<file path="config.mk">
export PLATFORM = sky130hd
export DESIGN_NAME = addMulPipe
export DESIGN_NICKNAME = d
export VERILOG_FILES = /design/src/verilog/lauPkg.sv /design/src/verilog/addMulPkg.sv /design/src/verilog/addMulPpGenSgn.sv /design/src/verilog/ppStage.sv /design/src/verilog/csaRowStage.sv /design/src/verilog/cpaStage.sv /design/src/verilog/addMulPipe.sv
export SDC_FILE = /design/constraint.sdc
export NUM_CORES = 1
export LEC_CHECK = 0
export BUFFER_PORTS_ARGS = -buffer_cell sky130_fd_sc_hd__buf_2
export CAP_MARGIN = 20
export CORE_MARGIN = 1
export CORE_UTILIZATION = 55
export DETAILED_ROUTE_END_ITERATION = 7
export PLACE_DENSITY = 0.71
export SLEW_MARGIN = 20
export SYNTH_ARGS = -nofsm -noshare
export SYNTH_HDL_FRONTEND = slang
export SYNTH_HIERARCHICAL = 1
export SYNTH_SLANG_ARGS = --single-unit
</file>
<file path="constraint.sdc">
create_clock -name clk -period 7.3 [get_ports clk]
set_input_delay 2.19 -clock clk [delete_from_list [all_inputs] [get_ports clk]]
set_output_delay 2.19 -clock clk [all_outputs]
set_load 0.05 [all_outputs]
</file>
<file path="src/verilog/lauPkg.sv">
// Arithmetic library package: log2floor function and adder speed enum
package lauPkg;

	//////////////////////////////////////////////////
	// Integer helpers
	//////////////////////////////////////////////////

	// Floor of log2, argument must be positive
	// Returns -1 for zero as a guard value
	function automatic int log2floor(input int n);
		int result;
		int pow;
		result = -1;
		pow = 1;
		// Count doublings that stay within n
		while (pow <= n) begin
			result++;
			pow = pow * 2;
		end
		return result;
	endfunction

	//////////////////////////////////////////////////
	// Adder architecture selection
	//////////////////////////////////////////////////

	// SLOW picks a ripple chain
	// MEDIUM and FAST pick a parallel-prefix network
	typedef enum logic [1:0] {
		SLOW   = 2'b00,
		MEDIUM = 2'b01,
		FAST   = 2'b10
	} speed_e;

endpackage

</file>
<file path="src/verilog/addMulPkg.sv">
// Adder-multiplier configuration package: default widths, speed, row and latency functions
package addMulPkg;

	import lauPkg::*;

	//////////////////////////////////////////////////
	// Defaults for the top level
	//////////////////////////////////////////////////

	// Width of XS and XC
	localparam int widthXDef = 8;
	// Width of Y
	localparam int widthYDef = 8;
	// Final adder style
	localparam speed_e speedDef = FAST;

	//////////////////////////////////////////////////
	// Derived quantities
	//////////////////////////////////////////////////

	// One row per multiplier digit plus the correction row
	function automatic int ppRows(input int widthX);
		return widthX + 1;
	endfunction

	// Feeder cycle, one cycle per CSA row, drain cycle
	function automatic int pipeLatency(input int widthX);
		int csaRows;
		csaRows = widthX - 1;
		return 1 + csaRows + 1;
	endfunction

endpackage

</file>
<file path="src/verilog/addMulPpGenSgn.sv">
// Combinational signed partial-product generator for the adder-multiplier
`timescale 1ns/1ps

module addMulPpGenSgn #(
	parameter int widthX = 8,
	parameter int widthY = 8,
	localparam int widthP = widthX + widthY
) (
	input  logic [widthX-1:0]              XS,
	input  logic [widthX-1:0]              XC,
	input  logic [widthY-1:0]              Y,
	output logic [(widthX+1)*widthP-1:0]   PP
);

	// Digit masks, digit = M1 + 2*M2
	logic [widthX-1:0] M1;
	logic [widthX-1:0] M2;
	// Y and inverted Y, both with a zero below and sign above
	logic [widthY+1:0] yExt;
	logic [widthY+1:0] yInv;
	// One product row per entry
	logic [widthX:0][widthP-1:0] rows;

	//////////////////////////////////////////////////
	// Digit recoding
	//////////////////////////////////////////////////

	// Bit pair sum of XS and XC is 0, 1 or 2
	assign M1 = XS ^ XC;
	assign M2 = XS & XC;

	// yExt[k+1] selects Y, yExt[k] selects 2Y
	assign yExt = {Y[widthY-1], Y, 1'b0};
	assign yInv = {~Y[widthY-1], ~Y, 1'b0};

	//////////////////////////////////////////////////
	// Row construction
	//////////////////////////////////////////////////

	always_comb begin
		rows = '0;
		// Positive digits, sign extended up to the top bit
		for (int i = 0; i < widthX - 1; i++) begin
			for (int k = 0; k <= widthY; k++) begin
				rows[i][i+k] = (M1[i] & yExt[k+1]) | (M2[i] & yExt[k]);
			end
			for (int k = widthY + 1; k < widthP - i; k++) begin
				rows[i][i+k] = (M1[i] | M2[i]) & yExt[widthY+1];
			end
		end
		// Top digit has negative weight
		// Ones' complement of Y here, the +1 goes into the last row
		for (int k = 0; k <= widthY; k++) begin
			rows[widthX-1][widthX-1+k] =
				(M1[widthX-1] & yInv[k+1]) | (M2[widthX-1] & yInv[k]);
		end
		// Correction bits, +1 for -Y and +2 for -2Y
		rows[widthX][widthX-1] = M1[widthX-1];
		rows[widthX][widthX]   = M2[widthX-1];
	end

	// Row i lands in bits [i*widthP +: widthP]
	assign PP = rows;

endmodule

</file>
<file path="src/verilog/ppStage.sv">
// Feeder stage: registers the partial-product rows behind a valid/ready handshake
`timescale 1ns/1ps

module ppStage #(
	parameter int widthX = 8,
	parameter int widthY = 8,
	localparam int widthP = widthX + widthY
) (
	input  logic                                        clk,
	input  logic                                        rstN,
	// Upstream side
	input  logic                                        inValid,
	output logic                                        inReady,
	input  logic [widthX-1:0]                           XS,
	input  logic [widthX-1:0]                           XC,
	input  logic [widthY-1:0]                           Y,
	// Downstream side
	output logic                                        outValid,
	input  logic                                        outReady,
	output logic [addMulPkg::ppRows(widthX)*widthP-1:0] PP
);

	import addMulPkg::*;

	// Size of the full row bundle
	localparam int ppBits = ppRows(widthX) * widthP;

	// Generator output, before the stage register
	logic [ppBits-1:0] ppComb;

	addMulPpGenSgn #(
		.widthX (widthX),
		.widthY (widthY)
	) ppGen (
		.XS (XS),
		.XC (XC),
		.Y  (Y),
		.PP (ppComb)
	);

	// Free slot or slot drained this cycle
	assign inReady = !outValid || outReady;

	//////////////////////////////////////////////////
	// Stage register
	//////////////////////////////////////////////////

	always_ff @(posedge clk or negedge rstN) begin
		if (!rstN) begin
			outValid <= 1'b0;
			PP       <= '0;
		end else begin
			// Empty slot takes a bubble as well
			if (inReady) begin
				outValid <= inValid;
			end
			if (inValid && inReady) begin
				PP <= ppComb;
			end
		end
	end

endmodule

</file>
<file path="src/verilog/csaRowStage.sv">
// Carry-save row stage: folds one partial-product row into sum and carry, registered
`timescale 1ns/1ps

module csaRowStage #(
	parameter int widthX = 8,
	parameter int widthY = 8,
	parameter int rowIdx = 0,
	localparam int widthP = widthX + widthY
) (
	input  logic                                        clk,
	input  logic                                        rstN,
	// Upstream side
	input  logic                                        inValid,
	output logic                                        inReady,
	input  logic [widthP-1:0]                           sumIn,
	input  logic [widthP-1:0]                           carryIn,
	input  logic [addMulPkg::ppRows(widthX)*widthP-1:0] rowsIn,
	// Downstream side
	output logic                                        outValid,
	input  logic                                        outReady,
	output logic [widthP-1:0]                           sumOut,
	output logic [widthP-1:0]                           carryOut,
	output logic [addMulPkg::ppRows(widthX)*widthP-1:0] rowsOut
);

	import addMulPkg::*;

	// Rows 0 and 1 seed the chain, so this stage takes row rowIdx+2
	localparam int addIdx = rowIdx + 2;
	localparam int ppBits = ppRows(widthX) * widthP;

	logic [widthP-1:0] addend;
	logic [widthP-1:0] sumNext;
	logic [widthP-1:0] majority;
	logic [widthP-1:0] carryNext;

	//////////////////////////////////////////////////
	// 3:2 compression
	//////////////////////////////////////////////////

	assign addend = rowsIn[addIdx*widthP +: widthP];

	// One full adder per column
	assign sumNext  = sumIn ^ carryIn ^ addend;
	assign majority = (sumIn & carryIn) | (sumIn & addend) | (carryIn & addend);

	// Carry moves one column up, top carry falls off (mod 2^widthP)
	assign carryNext = {majority[widthP-2:0], 1'b0};

	assign inReady = !outValid || outReady;

	//////////////////////////////////////////////////
	// Stage registers
	//////////////////////////////////////////////////

	always_ff @(posedge clk or negedge rstN) begin
		if (!rstN) begin
			outValid <= 1'b0;
		end else if (inReady) begin
			outValid <= inValid;
		end
	end

	// Payload only moves on a transfer
	always_ff @(posedge clk) begin
		if (inValid && inReady) begin
			sumOut   <= sumNext;
			carryOut <= carryNext;
			rowsOut  <= rowsIn[ppBits-1:0];
		end
	end

endmodule

</file>
<file path="src/verilog/cpaStage.sv">
// Drain stage: registered carry-propagate adder, ripple or Sklansky prefix by speed
`timescale 1ns/1ps

module cpaStage #(
	parameter int             widthX = 8,
	parameter int             widthY = 8,
	parameter lauPkg::speed_e speed  = lauPkg::FAST,
	localparam int            widthP = widthX + widthY
) (
	input  logic              clk,
	input  logic              rstN,
	// Upstream side
	input  logic              inValid,
	output logic              inReady,
	input  logic [widthP-1:0] sumIn,
	input  logic [widthP-1:0] carryIn,
	// Downstream side
	output logic              outValid,
	input  logic              outReady,
	output logic [widthP-1:0] P
);

	import lauPkg::*;

	// Adder result before the output register
	logic [widthP-1:0] sumComb;

	generate
		if (speed == SLOW) begin : genRipple

			//////////////////////////////////////////////////
			// Ripple-carry chain
			//////////////////////////////////////////////////

			always_comb begin
				logic c;
				c = 1'b0;
				for (int i = 0; i < widthP; i++) begin
					sumComb[i] = sumIn[i] ^ carryIn[i] ^ c;
					c = (sumIn[i] & carryIn[i]) | (c & (sumIn[i] ^ carryIn[i]));
				end
			end

		end else begin : genPrefix

			//////////////////////////////////////////////////
			// Sklansky parallel prefix
			//////////////////////////////////////////////////

			// Combining levels, the topmost only passes through for powers of two
			localparam int levels = log2floor(widthP) + 1;

			// Level 0 is bitwise, level l spans 2^l columns
			logic [levels:0][widthP-1:0] gen;
			logic [levels:0][widthP-1:0] prop;

			always_comb begin
				int j;
				gen[0]  = sumIn & carryIn;
				prop[0] = sumIn ^ carryIn;
				for (int l = 1; l <= levels; l++) begin
					for (int i = 0; i < widthP; i++) begin
						// Upper half of a block takes the lower half's group
						if (((i >> (l - 1)) & 1) == 1) begin
							j = ((i >> (l - 1)) << (l - 1)) - 1;
							gen[l][i]  = gen[l-1][i] | (prop[l-1][i] & gen[l-1][j]);
							prop[l][i] = prop[l-1][i] & prop[l-1][j];
						end else begin
							gen[l][i]  = gen[l-1][i];
							prop[l][i] = prop[l-1][i];
						end
					end
				end
			end

			// Carry into bit i is the group generate of bits i-1..0
			assign sumComb = prop[0] ^ {gen[levels][widthP-2:0], 1'b0};

		end
	endgenerate

	assign inReady = !outValid || outReady;

	//////////////////////////////////////////////////
	// Output register
	//////////////////////////////////////////////////

	always_ff @(posedge clk or negedge rstN) begin
		if (!rstN) begin
			outValid <= 1'b0;
		end else if (inReady) begin
			outValid <= inValid;
		end
	end

	always_ff @(posedge clk) begin
		if (inValid && inReady) begin
			P <= sumComb;
		end
	end

endmodule

</file>
<file path="src/verilog/addMulPipe.sv">
// Top level: feeder stage, carry-save row chain and carry-propagate drain
`timescale 1ns/1ps

module addMulPipe #(
	parameter int             widthX = addMulPkg::widthXDef,
	parameter int             widthY = addMulPkg::widthYDef,
	parameter lauPkg::speed_e speed  = addMulPkg::speedDef,
	localparam int            widthP = widthX + widthY
) (
	input  logic              clk,
	input  logic              rstN,
	// Operand side
	input  logic              inValid,
	output logic              inReady,
	input  logic [widthX-1:0] XS,
	input  logic [widthX-1:0] XC,
	input  logic [widthY-1:0] Y,
	// Product side
	output logic              outValid,
	input  logic              outReady,
	output logic [widthP-1:0] P
);

	import addMulPkg::*;

	localparam int rowBits = ppRows(widthX) * widthP;
	// Number of carry-save rows
	localparam int csaCount = widthX - 1;

	// Chain links, index 0 is the feeder output, index csaCount feeds the drain
	logic [csaCount:0]              stValid;
	logic [csaCount:0]              stReady;
	logic [csaCount:0][widthP-1:0]  stSum;
	logic [csaCount:0][widthP-1:0]  stCarry;
	logic [csaCount:0][rowBits-1:0] stRows;

	//////////////////////////////////////////////////
	// Feeder
	//////////////////////////////////////////////////

	ppStage #(
		.widthX (widthX),
		.widthY (widthY)
	) feeder (
		.clk      (clk),
		.rstN     (rstN),
		.inValid  (inValid),
		.inReady  (inReady),
		.XS       (XS),
		.XC       (XC),
		.Y        (Y),
		.outValid (stValid[0]),
		.outReady (stReady[0]),
		.PP       (stRows[0])
	);

	// First two rows seed the carry-save pair
	assign stSum[0]   = stRows[0][0 +: widthP];
	assign stCarry[0] = stRows[0][widthP +: widthP];

	//////////////////////////////////////////////////
	// Carry-save rows
	//////////////////////////////////////////////////

	// Last link's row bundle is spent, the drain only needs sum and carry
	for (genvar k = 0; k < csaCount; k++) begin : genCsa
		csaRowStage #(
			.widthX (widthX),
			.widthY (widthY),
			.rowIdx (k)
		) csaRow (
			.clk      (clk),
			.rstN     (rstN),
			.inValid  (stValid[k]),
			.inReady  (stReady[k]),
			.sumIn    (stSum[k]),
			.carryIn  (stCarry[k]),
			.rowsIn   (stRows[k]),
			.outValid (stValid[k+1]),
			.outReady (stReady[k+1]),
			.sumOut   (stSum[k+1]),
			.carryOut (stCarry[k+1]),
			.rowsOut  (stRows[k+1])
		);
	end

	//////////////////////////////////////////////////
	// Drain
	//////////////////////////////////////////////////

	cpaStage #(
		.widthX (widthX),
		.widthY (widthY),
		.speed  (speed)
	) drain (
		.clk      (clk),
		.rstN     (rstN),
		.inValid  (stValid[csaCount]),
		.inReady  (stReady[csaCount]),
		.sumIn    (stSum[csaCount]),
		.carryIn  (stCarry[csaCount]),
		.outValid (outValid),
		.outReady (outReady),
		.P        (P)
	);

endmodule

</file>
==> results by stage <==
Status:
- The flow ran to the end, and the final reports show no timing, DRC or antenna violations.

Drt:
- In the routed layout, each cell is associated on average with a via count of between 5 and 6.
- In this run, the number of DRC markers left after iteration 0 of detailed routing was 454.
- The average wire per standard cell is 16.9 um.
- The first detailed-routing pass ran for 4 iterations.
- The routed design has roughly 35000 um of wire.
- The residual antenna-violating net count after detailed routing is 0.
- The number of remaining DRC errors is 0.
- Summing over every cut layer, the via total after detailed routing is between 10000 and 15000.

Timing:
- The final number of hold-violating endpoints came to 0.
- The clock period minus final worst setup slack is ~6.0 ns.
- After layout, the worst path uses 82.7% of the clock period.
- Final hold analysis gives a worst-case slack of ~0.41 ns.
- The post-layout worst setup margin is between 1 and 1.5 ns.
- Headroom to the max-slew limit came out at 25.5%.
- The highest clock rate is between 0.15 and 0.2 GHz.
- Setup repair after global routing left no endpoint under its margin.
- On the final layout, the worst clock skew is ~0.028 ns.
- The count of final max-slew check failures is 0.
- The total negative slack is 0 ns.
- The total setup violations reported at the end of the flow is 0.
- The pin slew with the least headroom to its limit is approximately 1.1 ns.

Synthesis:
- The number of instances in the synthesized netlist is around 1300.
- Dividing the synthesized area by the synthesized cell count gives about 21 um2.
- The count of yosys warnings during synthesis is 6.
- The area of the mapped netlist is between 20000 and 30000 um2.

Clocking:
- Hold repair after CTS inserted 0 buffers.
- The worst-case clock buffer depth is 3.
- TritonCTS built the clock tree.
- The clock transition at the registers of the reported paths is 0.06 ns.
- In this run, CTS created clock tree buffers numbering 71.
- The clock latency on the worst-skew pair is 0.61 ns.
- The H-tree was split into 3 levels.
- The tree built by TritonCTS fans out to a little over 700 sinks.
- The CTS root buffer is sky130_fd_sc_hd__clkbuf_16.
- The post-CTS setup buffer count is 0.
- The number of gates resized after CTS was 0.

Placed design:
- The congestion estimate from routability-driven global placement came to 0.721.
- The port buffer count is 45.
- The worst slack after detailed placement is between 1 and 1.5 ns.
- The wire-length estimate of the detail-placed layout is approximately 22000 um.
- The cell count after placement is just under 2000.
- The post-place instance area is approximately 28000 um2.

Layout:
- The count of non-filler cells in the finished layout is about 2100.
- Measured on the finished design, the core utilization comes to 61.7%.
- The post-layout instance area is slightly above 30000 um2.
- The fraction of final layout cells sized beyond drive strength 1 is 22.6%.
- The layout net count is ~1500.
- 0 antenna diodes ended up in the layout.
- The synthesis-to-layout area growth is 10.1%.

Die:
- The area of the die is between 50000 and 60000 um2.
- The initial utilization of the core area, before any placement, comes to between 50% and 60%.
- The placeable core region is 49300 um2.
- The initialized floorplan defines 81 standard-cell rows.
- From bottom edge to top edge, the die measures around 230 um.
- The chip width is between 200 and 250 um.
- During I/O placement, the number of pins put on the boundary was 46.

Hold path:
- The worst hold path belongs to the class reg -> reg.
- The start point of the worst min-delay path is genCsa[0].csaRow/rowsOut[118].

Worst setup path:
- The worst setup path is of the in -> out kind.
- Tracing the worst setup path back leads to its startpoint at outReady.
- The required time reported for the critical path endpoint is roughly 5.1 ns.
- The worst setup path is captured at an output port.
- At the worst endpoint, the arrival time is 3.85 ns.
- The maximum net fanout on the critical path is 3.
- In this run the critical register-to-register path is launched from drain/outValid.
- The nature of the critical path startpoint is a primary input.

GRT:
- For this run, the total global-route usage over all layers was measured as between 10% and 20%.
- The initial antenna violation count is 0.
- The via count of the first global-routing pass came to 11536.
- The pin count of the biggest net entering global routing is 122.
- Summed over all layers, the global routing overflow is 0.
- The global-route wire length before repair is a little under 60000 um.

Power:
- The power per standard cell area is approximately 390 nW/um2.
- The design draws roughly 12 mW.
- The worst-case IR drop observed on VDD is around 0.17 mV.
- The leakage power summed over all cells is about 12 nW.

Run:
- Max-cap violations in this run came to 0.
[worst max-delay path, stage by stage]
cell                       delay [ns]
sky130_fd_sc_hd__buf_2           0.09
sky130_fd_sc_hd__nand2b_1        0.16
sky130_fd_sc_hd__nand2b_4        0.15
sky130_fd_sc_hd__nand2b_4        0.14
sky130_fd_sc_hd__nand2b_4        0.14
sky130_fd_sc_hd__nand2b_4        0.14
sky130_fd_sc_hd__nand2b_4        0.14
sky130_fd_sc_hd__nand2b_4        0.14
sky130_fd_sc_hd__nand2b_4        0.15
sky130_fd_sc_hd__nand2b_4        0.17
sky130_fd_sc_hd__buf_2           0.22
[metal layers]
| metal | up-vias | track usage (%) | share of wire, % |
|---|---|---|---|
| li1 | 4898 | - | - |
| met1 | 5460 | 18.7 | 43 |
| met2 | 161 | 25.6 | 51 |
| met3 | 57 | 2.98 | 3.8 |
| met4 | 0 | 6.12 | 2.2 |
| met5 | - | 0 | 0 |
[cell usage in the layout (no fill, tap or decap), types with 9 or more instances in the layout]
cell / count
sky130_fd_sc_hd__clkbuf_1: 16
sky130_fd_sc_hd__clkbuf_16: 71
sky130_fd_sc_hd__clkinv_1: 12
sky130_fd_sc_hd__buf_4: 9
sky130_fd_sc_hd__conb_1: 49
sky130_fd_sc_hd__a22o_1: 48
sky130_fd_sc_hd__buf_2: 44
sky130_fd_sc_hd__inv_1: 25
sky130_fd_sc_hd__ha_1: 29
sky130_fd_sc_hd__edfxtp_1: 569
sky130_fd_sc_hd__mux2_2: 84
sky130_fd_sc_hd__nand2b_1: 12
sky130_fd_sc_hd__xnor2_1: 20
sky130_fd_sc_hd__clkinv_2: 13
sky130_fd_sc_hd__and2_1: 10
sky130_fd_sc_hd__fa_1: 109
sky130_fd_sc_hd__mux2_4: 60
sky130_fd_sc_hd__dfrtp_1: 153
[worst paths after layout]
path                                            endpoint  slack (ns)  depth (start not counted)
hold / removal             genCsa[1].csaRow/rowsOut[118]        0.41                          0
setup reg to reg                           feeder/PP[64]        4.23                         12
min in group asynchronous                  feeder/PP[31]        1.65                          1
setup / recovery                                 inReady        1.26                         11
hold reg to reg            genCsa[1].csaRow/rowsOut[118]        0.41                          0
max in group asynchronous                  feeder/PP[85]        4.24                          2
[layout make-up]
cell class | count | area (um2)
clock inverter | 40 | 420
sequential | 722 | 20900
inverter | 26 | 97.6
multi-input combinational | 502 | 5920
timing repair buffer | 55 | 319
clock buffer | 92 | 1910
fill | 3361 | 18800
tap | 664 | 831
[registers in the layout, indices dropped and copies added (netlist names)]
signal and cells:
genCsa.csaRow/sumOut 112, drain/P 16, feeder/PP 144, drain/outValid 1
genCsa.csaRow/outValid 7, genCsa.csaRow/rowsOut 336, genCsa.csaRow/carryOut 105, feeder/outValid 1
[power by group]
part | switching (mW) | leakage, nW | internal, mW
logic | 1.07 | 3.00 | 0.737
clock network | 1.46 | 1.14 | 2.11
registers | 0.442 | 7.45 | 5.92
total | 2.97 | 11.6 | 8.77
No activity file was read; power rests on OpenSTA's default activity.
